### src/hw/cpu_params.svh
`ifndef CPU_PARAMS_SVH
`define CPU_PARAMS_SVH

// datapath widths
`define DATA_W      32
`define ADDR_W      32
`define INST_W      32
`define REG_ADDR_W  5
`define SHAMT_W     5
`define ALU_OP_W    4

// instruction field positions
`define OPCODE_HI   31
`define OPCODE_LO   26
`define RS_HI       25
`define RS_LO       21
`define RT_HI       20
`define RT_LO       16
`define RD_HI       15
`define RD_LO       11
`define SHAMT_HI    10
`define SHAMT_LO    6
`define FUNCT_HI    5
`define FUNCT_LO    0
`define IMM_HI      15
`define IMM_LO      0

// opcodes
`define OP_SPECIAL  6'b000000
`define OP_ORI      6'b001101
`define OP_ANDI     6'b001100
`define OP_XORI     6'b001110
`define OP_LUI      6'b001111
`define OP_ADDIU    6'b001001

// funct codes under SPECIAL
`define FUNCT_OR    6'b100101
`define FUNCT_AND   6'b100100
`define FUNCT_XOR   6'b100110
`define FUNCT_NOR   6'b100111
`define FUNCT_ADDU  6'b100001
`define FUNCT_SUBU  6'b100011
`define FUNCT_SLT   6'b101010
`define FUNCT_SLL   6'b000000
`define FUNCT_SRL   6'b000010

// first fetch address and increment
`define RESET_PC    32'hbfc0_0000
`define PC_STEP     32'd4

`endif

### src/hw/cpu_pkg.sv
`include "cpu_params.svh"

package cpu_pkg;

    // operation handed from decode to execute
    typedef enum logic [`ALU_OP_W-1:0] {
        ALU_NOP  = 4'd0,
        ALU_OR   = 4'd1,
        ALU_AND  = 4'd2,
        ALU_XOR  = 4'd3,
        ALU_NOR  = 4'd4,
        ALU_ADDU = 4'd5,
        ALU_SUBU = 4'd6,
        ALU_SLT  = 4'd7,
        ALU_SLL  = 4'd8,
        ALU_SRL  = 4'd9
    } alu_op_e;

endpackage

### src/hw/inst_fetch.sv
`timescale 1ns/100ps

`include "cpu_params.svh"

module inst_fetch (
    input  logic               clk,
    input  logic               rst,
    input  logic               inst_ack,
    input  logic [`INST_W-1:0] inst_data,
    output logic               inst_req,
    output logic [`ADDR_W-1:0] inst_addr,
    output logic               fetch_valid,
    output logic [`ADDR_W-1:0] fetch_addr,
    output logic [`INST_W-1:0] fetch_inst
);

    typedef enum logic {
        S_RELEASE,
        S_REQ
    } fetch_state_e;

    fetch_state_e       state;
    logic [`ADDR_W-1:0] pc;
    logic               capture;

    // word delivered while request is up
    assign capture   = (state == S_REQ) && inst_ack;
    assign inst_req  = (state == S_REQ);
    assign inst_addr = pc;

    always_ff @(posedge clk) begin
        if (!rst) begin
            state       <= S_RELEASE;
            pc          <= `RESET_PC;
            fetch_valid <= 1'b0;
        end else begin
            fetch_valid <= capture;
            case (state)
                // wait for source to drop ack before a new request
                S_RELEASE: begin
                    if (!inst_ack) begin
                        state <= S_REQ;
                    end
                end
                S_REQ: begin
                    if (capture) begin
                        state <= S_RELEASE;
                        pc    <= pc + `PC_STEP;
                    end
                end
                default: state <= S_RELEASE;
            endcase
        end
    end

    always_ff @(posedge clk) begin
        if (capture) begin
            fetch_addr <= pc;
            fetch_inst <= inst_data;
        end
    end

endmodule

### src/hw/inst_decode.sv
`timescale 1ns/100ps

`include "cpu_params.svh"

module inst_decode (
    input  logic                   clk,
    input  logic                   rst,
    input  logic                   fetch_valid,
    input  logic [`INST_W-1:0]     fetch_inst,
    input  logic [`DATA_W-1:0]     rd_data_1,
    input  logic [`DATA_W-1:0]     rd_data_2,
    output logic                   rd_en_1,
    output logic                   rd_en_2,
    output logic [`REG_ADDR_W-1:0] rd_addr_1,
    output logic [`REG_ADDR_W-1:0] rd_addr_2,
    output logic                   ex_valid,
    output cpu_pkg::alu_op_e       ex_op,
    output logic [`SHAMT_W-1:0]    ex_shamt,
    output logic [`DATA_W-1:0]     ex_operand_1,
    output logic [`DATA_W-1:0]     ex_operand_2,
    output logic                   ex_wb_en,
    output logic [`REG_ADDR_W-1:0] ex_wb_addr
);

    logic [`OPCODE_HI-`OPCODE_LO:0] opcode;
    logic [`REG_ADDR_W-1:0]         rs;
    logic [`REG_ADDR_W-1:0]         rt;
    logic [`REG_ADDR_W-1:0]         rd;
    logic [`SHAMT_W-1:0]            shamt;
    logic [`FUNCT_HI-`FUNCT_LO:0]   funct;
    logic [`IMM_HI-`IMM_LO:0]       imm;
    logic [`DATA_W-1:0]             imm_zext;
    logic [`DATA_W-1:0]             imm_sext;
    logic [`DATA_W-1:0]             imm_hi;

    cpu_pkg::alu_op_e               dec_op;
    logic [`DATA_W-1:0]             dec_operand_1;
    logic [`DATA_W-1:0]             dec_operand_2;
    logic                           dec_wb_en;
    logic [`REG_ADDR_W-1:0]         dec_wb_addr;

    assign opcode = fetch_inst[`OPCODE_HI:`OPCODE_LO];
    assign rs     = fetch_inst[`RS_HI:`RS_LO];
    assign rt     = fetch_inst[`RT_HI:`RT_LO];
    assign rd     = fetch_inst[`RD_HI:`RD_LO];
    assign shamt  = fetch_inst[`SHAMT_HI:`SHAMT_LO];
    assign funct  = fetch_inst[`FUNCT_HI:`FUNCT_LO];
    assign imm    = fetch_inst[`IMM_HI:`IMM_LO];

    assign imm_zext = {{(`DATA_W - $bits(imm)){1'b0}}, imm};
    assign imm_sext = {{(`DATA_W - $bits(imm)){imm[$bits(imm)-1]}}, imm};
    assign imm_hi   = {imm, {(`DATA_W - $bits(imm)){1'b0}}};

    always_comb begin
        rd_en_1       = 1'b0;
        rd_en_2       = 1'b0;
        rd_addr_1     = '0;
        rd_addr_2     = '0;
        dec_op        = cpu_pkg::ALU_NOP;
        dec_operand_1 = rd_data_1;
        dec_operand_2 = rd_data_2;
        dec_wb_en     = 1'b0;
        dec_wb_addr   = rt;
        case (opcode)
            `OP_SPECIAL: begin
                rd_en_1     = 1'b1;
                rd_en_2     = 1'b1;
                rd_addr_1   = rs;
                rd_addr_2   = rt;
                dec_wb_addr = rd;
                case (funct)
                    `FUNCT_OR:   dec_op = cpu_pkg::ALU_OR;
                    `FUNCT_AND:  dec_op = cpu_pkg::ALU_AND;
                    `FUNCT_XOR:  dec_op = cpu_pkg::ALU_XOR;
                    `FUNCT_NOR:  dec_op = cpu_pkg::ALU_NOR;
                    `FUNCT_ADDU: dec_op = cpu_pkg::ALU_ADDU;
                    `FUNCT_SUBU: dec_op = cpu_pkg::ALU_SUBU;
                    `FUNCT_SLT:  dec_op = cpu_pkg::ALU_SLT;
                    `FUNCT_SLL:  dec_op = cpu_pkg::ALU_SLL;
                    `FUNCT_SRL:  dec_op = cpu_pkg::ALU_SRL;
                    default:     dec_op = cpu_pkg::ALU_NOP;
                endcase
                // unknown funct falls through as a no-op
                dec_wb_en = (dec_op != cpu_pkg::ALU_NOP);
            end
            `OP_ORI, `OP_ANDI, `OP_XORI: begin
                rd_en_1       = 1'b1;
                rd_addr_1     = rs;
                dec_operand_2 = imm_zext;
                dec_wb_en     = 1'b1;
                if (opcode == `OP_ORI) begin
                    dec_op = cpu_pkg::ALU_OR;
                end else if (opcode == `OP_ANDI) begin
                    dec_op = cpu_pkg::ALU_AND;
                end else begin
                    dec_op = cpu_pkg::ALU_XOR;
                end
            end
            `OP_ADDIU: begin
                rd_en_1       = 1'b1;
                rd_addr_1     = rs;
                dec_op        = cpu_pkg::ALU_ADDU;
                dec_operand_2 = imm_sext;
                dec_wb_en     = 1'b1;
            end
            // lui is an or of the shifted immediate with zero
            `OP_LUI: begin
                dec_op        = cpu_pkg::ALU_OR;
                dec_operand_1 = '0;
                dec_operand_2 = imm_hi;
                dec_wb_en     = 1'b1;
            end
            default: dec_op = cpu_pkg::ALU_NOP;
        endcase
    end

    always_ff @(posedge clk) begin
        if (!rst) begin
            ex_valid <= 1'b0;
        end else begin
            ex_valid <= fetch_valid;
        end
    end

    always_ff @(posedge clk) begin
        ex_op        <= dec_op;
        ex_shamt     <= shamt;
        ex_operand_1 <= dec_operand_1;
        ex_operand_2 <= dec_operand_2;
        ex_wb_en     <= dec_wb_en;
        ex_wb_addr   <= dec_wb_addr;
    end

endmodule

### src/hw/reg_file.sv
`timescale 1ns/100ps

`include "cpu_params.svh"

module reg_file (
    input  logic                   clk,
    input  logic                   rst,
    input  logic                   rd_en_1,
    input  logic                   rd_en_2,
    input  logic [`REG_ADDR_W-1:0] rd_addr_1,
    input  logic [`REG_ADDR_W-1:0] rd_addr_2,
    input  logic                   wb_en,
    input  logic [`REG_ADDR_W-1:0] wb_addr,
    input  logic [`DATA_W-1:0]     wb_data,
    output logic [`DATA_W-1:0]     rd_data_1,
    output logic [`DATA_W-1:0]     rd_data_2
);

    logic [`DATA_W-1:0] regs [2**`REG_ADDR_W];

    // one read port, with zero register and write-through
    function automatic logic [`DATA_W-1:0] read_port(
        input logic                   en,
        input logic [`REG_ADDR_W-1:0] addr
    );
        logic [`DATA_W-1:0] value;
        if (!en || addr == '0) begin
            value = '0;
        end else if (wb_en && wb_addr == addr) begin
            value = wb_data;
        end else begin
            value = regs[addr];
        end
        return value;
    endfunction

    always_ff @(posedge clk) begin
        if (!rst) begin
            for (int i = 0; i < 2**`REG_ADDR_W; i++) begin
                regs[i] <= '0;
            end
        end else if (wb_en && wb_addr != '0) begin
            regs[wb_addr] <= wb_data;
        end
    end

    always_comb begin
        rd_data_1 = read_port(rd_en_1, rd_addr_1);
        rd_data_2 = read_port(rd_en_2, rd_addr_2);
    end

endmodule

### src/hw/alu_execute.sv
`timescale 1ns/100ps

`include "cpu_params.svh"

module alu_execute (
    input  logic                   clk,
    input  logic                   rst,
    input  logic                   ex_valid,
    input  cpu_pkg::alu_op_e       ex_op,
    input  logic [`SHAMT_W-1:0]    ex_shamt,
    input  logic [`DATA_W-1:0]     ex_operand_1,
    input  logic [`DATA_W-1:0]     ex_operand_2,
    input  logic                   ex_wb_en,
    input  logic [`REG_ADDR_W-1:0] ex_wb_addr,
    output logic                   wb_en,
    output logic [`REG_ADDR_W-1:0] wb_addr,
    output logic [`DATA_W-1:0]     wb_data
);

    logic [`DATA_W-1:0] result;
    logic               less;

    // signed compare for slt
    assign less = $signed(ex_operand_1) < $signed(ex_operand_2);

    always_comb begin
        case (ex_op)
            cpu_pkg::ALU_OR: begin
                result = ex_operand_1 | ex_operand_2;
            end
            cpu_pkg::ALU_AND: begin
                result = ex_operand_1 & ex_operand_2;
            end
            cpu_pkg::ALU_XOR: begin
                result = ex_operand_1 ^ ex_operand_2;
            end
            cpu_pkg::ALU_NOR: begin
                result = ~(ex_operand_1 | ex_operand_2);
            end
            cpu_pkg::ALU_ADDU: begin
                result = ex_operand_1 + ex_operand_2;
            end
            cpu_pkg::ALU_SUBU: begin
                result = ex_operand_1 - ex_operand_2;
            end
            cpu_pkg::ALU_SLT: begin
                result = {{(`DATA_W - 1){1'b0}}, less};
            end
            // shifts act on rt, which arrives as operand 2
            cpu_pkg::ALU_SLL: begin
                result = ex_operand_2 << ex_shamt;
            end
            cpu_pkg::ALU_SRL: begin
                result = ex_operand_2 >> ex_shamt;
            end
            default: begin
                result = '0;
            end
        endcase
    end

    always_ff @(posedge clk) begin
        if (!rst) begin
            wb_en <= 1'b0;
        end else begin
            wb_en <= ex_valid && ex_wb_en;
        end
    end

    always_ff @(posedge clk) begin
        wb_addr <= ex_wb_addr;
        wb_data <= result;
    end

endmodule

### src/hw/cpu_core.sv
`timescale 1ns/100ps

`include "cpu_params.svh"

module cpu_core (
    input  logic                   clk,
    input  logic                   rst,
    output logic                   inst_req,
    output logic [`ADDR_W-1:0]     inst_addr,
    input  logic                   inst_ack,
    input  logic [`INST_W-1:0]     inst_data,
    output logic                   wb_en,
    output logic [`REG_ADDR_W-1:0] wb_addr,
    output logic [`DATA_W-1:0]     wb_data
);

    logic                   fetch_valid;
    logic [`ADDR_W-1:0]     fetch_addr;
    logic [`INST_W-1:0]     fetch_inst;

    logic                   rd_en_1;
    logic                   rd_en_2;
    logic [`REG_ADDR_W-1:0] rd_addr_1;
    logic [`REG_ADDR_W-1:0] rd_addr_2;
    logic [`DATA_W-1:0]     rd_data_1;
    logic [`DATA_W-1:0]     rd_data_2;

    logic                   ex_valid;
    cpu_pkg::alu_op_e       ex_op;
    logic [`SHAMT_W-1:0]    ex_shamt;
    logic [`DATA_W-1:0]     ex_operand_1;
    logic [`DATA_W-1:0]     ex_operand_2;
    logic                   ex_wb_en;
    logic [`REG_ADDR_W-1:0] ex_wb_addr;

    inst_fetch u_fetch (
        .clk         (clk),
        .rst         (rst),
        .inst_ack    (inst_ack),
        .inst_data   (inst_data),
        .inst_req    (inst_req),
        .inst_addr   (inst_addr),
        .fetch_valid (fetch_valid),
        .fetch_addr  (fetch_addr),
        .fetch_inst  (fetch_inst)
    );

    inst_decode u_decode (
        .clk          (clk),
        .rst          (rst),
        .fetch_valid  (fetch_valid),
        .fetch_inst   (fetch_inst),
        .rd_data_1    (rd_data_1),
        .rd_data_2    (rd_data_2),
        .rd_en_1      (rd_en_1),
        .rd_en_2      (rd_en_2),
        .rd_addr_1    (rd_addr_1),
        .rd_addr_2    (rd_addr_2),
        .ex_valid     (ex_valid),
        .ex_op        (ex_op),
        .ex_shamt     (ex_shamt),
        .ex_operand_1 (ex_operand_1),
        .ex_operand_2 (ex_operand_2),
        .ex_wb_en     (ex_wb_en),
        .ex_wb_addr   (ex_wb_addr)
    );

    // writeback drives the write port and the external trace
    reg_file u_reg_file (
        .clk       (clk),
        .rst       (rst),
        .rd_en_1   (rd_en_1),
        .rd_en_2   (rd_en_2),
        .rd_addr_1 (rd_addr_1),
        .rd_addr_2 (rd_addr_2),
        .wb_en     (wb_en),
        .wb_addr   (wb_addr),
        .wb_data   (wb_data),
        .rd_data_1 (rd_data_1),
        .rd_data_2 (rd_data_2)
    );

    alu_execute u_execute (
        .clk          (clk),
        .rst          (rst),
        .ex_valid     (ex_valid),
        .ex_op        (ex_op),
        .ex_shamt     (ex_shamt),
        .ex_operand_1 (ex_operand_1),
        .ex_operand_2 (ex_operand_2),
        .ex_wb_en     (ex_wb_en),
        .ex_wb_addr   (ex_wb_addr),
        .wb_en        (wb_en),
        .wb_addr      (wb_addr),
        .wb_data      (wb_data)
    );

endmodule

### config.mk
export PLATFORM = sky130hd
export DESIGN_NAME = cpu_core
export DESIGN_NICKNAME = d
export VERILOG_FILES = /design/src/hw/cpu_pkg.sv /design/src/hw/inst_fetch.sv /design/src/hw/inst_decode.sv /design/src/hw/reg_file.sv /design/src/hw/alu_execute.sv /design/src/hw/cpu_core.sv
export VERILOG_INCLUDE_DIRS = /design/src /design/src/hw
export SDC_FILE = /design/constraint.sdc
export NUM_CORES = 2
export LEC_CHECK = 0
export ABC_CLOCK_PERIOD_IN_PS = 5050
export BUFFER_PORTS_ARGS = -buffer_cell sky130_fd_sc_hd__buf_2
export CORE_MARGIN = 2
export CORE_UTILIZATION = 40
export CTS_CLUSTER_DIAMETER = 50
export DETAILED_ROUTE_END_ITERATION = 8
export PLACE_DENSITY = 0.57
export SYNTH_ARGS = -nofsm -noshare
export SYNTH_HDL_FRONTEND = slang
export SYNTH_SLANG_ARGS = --single-unit
### constraint.sdc
create_clock -name clk -period 5.05 [get_ports clk]
set_input_delay 0.7575 -clock clk [delete_from_list [all_inputs] [get_ports clk]]
set_output_delay 0.7575 -clock clk [all_outputs]
set_load 0.03 [all_outputs]
==> impl_metrics.py <==
metrics = {
    "status": {
        "status": "finished, final reports clean",
    },
    "worst_setup_path": {
        "r2r_start": "u_fetch.fetch_inst[26]",
        "cp-startpoint": "u_fetch.fetch_inst[26]",
        "critPathBufInv": 2,
        "start_kind": "register",
        "path_cells": "or3_1, a21o_1, a21boi_4, buf_4, and2_4, nor2_4, a21boi_4, buf_4, a32o_1",
        "max_stage_delay_ns": 0.65,
        "cp.arrival_ns": 5.02,
        "crit_family": "compound AO/OA/AOI/OAI gates",
        "slowest_stage": "buf_4",
        "crit_path_max_fanout": 30,
        "crit_required_ns": 5.71,
        "endpoint_kind": "register",
        "critPathKind": "register to register",
    },
    "sta": {
        "setup_viol": 0,
        "grt_setup_unrepaired": "no",
        "finalHoldViolations": 0,
        "finClkSkew_ns": 0.0544,
        "fmax_mhz": 230,
        "timing.setup.tns_ns": 0,
        "finalMaxSlewViolations": 0,
        "min_period_ns": 4.36,
        "worst_slew_pin_slew_ns": 1.34,
        "fin_crit_sh": 0.863,
        "maxSlewHeadroom": 0.103,
    },
    "layout": {
        "drive_gt1_frac": 0.139,
        "postLayoutCellArea_sq_um": 80400,
        "finalNonFillerCells": 9596,
        "area_growth_pct": 13.6,
        "layout.nets": 7242,
    },
    "die": {
        "core_area_sq_um": 176000,
        "start_util": 0.402,
        "num_rows": 154,
        "die_x_um": 424,
        "dieArea_sq_um": 180000,
        "io_pins": 106,
        "die_h_um": 424,
    },
    "clock_network": {
        "clock_latency_ns": 0.84,
        "clk_pin_slew_ns": 0.06,
        "cts_tree": "done",
        "cts_sinks": 1206,
        "postCtsSetupRepairBufs": 0,
        "postCtsHoldBufs": 0,
        "cts_root_buf": "clkbuf_16",
        "cts_buffers": 165,
        "post_cts_resized": 0,
        "clockBufferDepth": 3,
        "cts_max_level": 4,
    },
    "logic_synthesis": {
        "syn-mean-instance-area_sq_um": 9.79,
        "synth_top_flop_cell": "edfxtp_1",
        "synth_area_sq_um": 70700,
        "synth_largest_type_area_fraction": 0.448,
        "synth_top_area_cell": "edfxtp_1",
        "async_flop_share": 0,
        "ys_ff_latch": 1206,
        "synthTopCellsByArea": "edfxtp_1 (45%), and2_1 (8.9%), nand2_1 (4.8%), dfxtp_1 (4.2%), mux2i_1 (3.8%)",
        "seq_area_frac_synth": 0.491,
        "synth_cell_type_count": 84,
        "syn_inst": 7220,
        "synth_edf_count": 1056,
        "yosysMostFrequentCell": "edfxtp_1",
        "yosys_warnings": 0,
        "synth_common_cells": "edfxtp_1 (1,056), and2_1 (1,011), nand2_1 (903), clkbuf_1 (564), a21oi_1 (472)",
    },
    "detailed_routing": {
        "drtIter0Drc": 9606,
        "wl_um": 317000,
        "detail-route-antenna-nets": 0,
        "vias": 61900,
        "vias_per_cell": 6.45,
        "drc": 0,
        "wl_per_cell_um": 33.0,
        "firstDrtPassIters": 6,
    },
    "flow_run": {
        "drv_cap": 0,
    },
    "global_route": {
        "grt_pass1_vias": 58400,
        "grt_max_degree": 148,
        "grt_pass1_wl_um": 445000,
        "grt_overflow_total": 0,
        "grt_usage": 0.343,
        "antenna_found_initial": 26,
    },
    "place": {
        "dpl_cell_area_sq_um": 74600,
        "dpl.cell_count": 9278,
        "place.gp.congestion": 1.00,
        "io_buffers": 103,
        "dp_hpwl_um": 210000,
    },
    "power_and_ir_drop": {
        "power_density_nw_per_um2": 315,
        "ir_drop_mv": 0.274,
        "p_leak_nw": 29.3,
        "p_total_mw": 25.3,
    },
    "worst_hold_path": {
        "hold_path.class": "input pin to register",
        "min-delay-start": "inst_data[19]",
    },
}
==> worst register-to-register path, cell delays in order (launching register included) <==
cell and delay [ns]:
edfxtp_1 0.46, or3_1 0.40, a21o_1 0.25, a21boi_4 0.28, buf_4 0.43, and2_4 0.60, nor2_4 0.26, a21boi_4 0.24
buf_4 0.65, a32o_1 0.60
==> final timing paths <==
check / to / slack, ns / cells past startpoint
setup / recovery: u_decode.ex_operand_1[7] / 0.69 / 9
hold / removal: u_fetch.fetch_inst[19] / 0.09 / 1
setup reg to reg: u_decode.ex_operand_1[7] / 0.69 / 9
hold reg to reg: u_execute.wb_addr[0] / 0.33 / 0
==> area by class of cell <==
type	count	area [sq um]
Inverter	111	417
Clock inverter	106	1300
Timing Repair Buffer	391	3070
Clock buffer	204	4440
Antenna cell	8	20.0
Multi-Input combinational cell	5230	33400
Sequential cell	1206	34700
Fill cell	16400	95600
Tap cell	2340	2930
==> where the power goes <==
| part | internal [mW] | switching [mW] |
|---|---|---|
| Combinational | 0.466 | 1.13 |
| Sequential | 11.1 | 0.280 |
| Clock | 7.29 | 5.01 |
==> registers in the layout, indices dropped and copies added (netlist names), 5 cells and up <==
| signal | cells |
|---|---|
| u_execute.wb_addr | 5 |
| u_decode.ex_shamt | 5 |
| u_execute.wb_data | 32 |
| u_decode.ex_operand_2 | 32 |
| u_reg_file.regs | 1024 |
| u_decode.ex_operand_1 | 32 |
| u_fetch.fetch_inst | 32 |
| u_decode.ex_wb_addr | 5 |
| u_fetch.inst_addr | 30 |
==> routing by layer <==
| layer | vias to the layer above | wire length (um) | track usage |
|---|---|---|---|
| li1 | 26000 | - | - |
| met1 | 30600 | 123000 | 0.452 |
| met3 | 965 | 33600 | 0.0747 |
| met2 | 4298 | 135000 | 0.504 |
| met4 | 16 | 25100 | 0.232 |
| met5 | - | 98 | 0 |
==> cells by family (layout without fill, tap and decap cells) <==
kind of cell	count (synthesis)	count (layout)	synth area share
adder cells (fa/ha/maj)	102	102	0.0183
other	1	42	0.0000530
multiplexers	484	484	0.0825
AND/OR/NAND/NOR	2928	2928	0.207
XOR/XNOR	31	31	0.00384
AO/OA/AOI/OAI	1651	1651	0.151
buffers and inverters	817	812	0.0458
flip-flops	1206	1206	0.491
==> metrics by stage <==
stage / setup WS [ns] / hold WS (ns) / util
floorplan: 0.766 / 0.310 / -
global placement: 0.925 / 0.311 / 0.424
detailed placement: 0.929 / 0.313 / 0.424
CTS: 0.903 / 0.0570 / 0.457
global route: 0.741 / 0.0668 / 0.457
finish: 0.693 / 0.0946 / 0.457
==> cells in the final DEF (no fill, tap or decap), types with 153 or more instances in the layout <==
master,synthesis,layout
buf_4,19,258
edfxtp_1,1056,1056
o21ai_0,378,347
nor2_1,430,395
a221oi_1,153,153
nand3_1,329,328
and2_1,1011,1006
clkbuf_16,0,168
mux2i_1,268,268
nand2_1,903,896
a21oi_1,472,472
(Power assumes the default switching activity.)
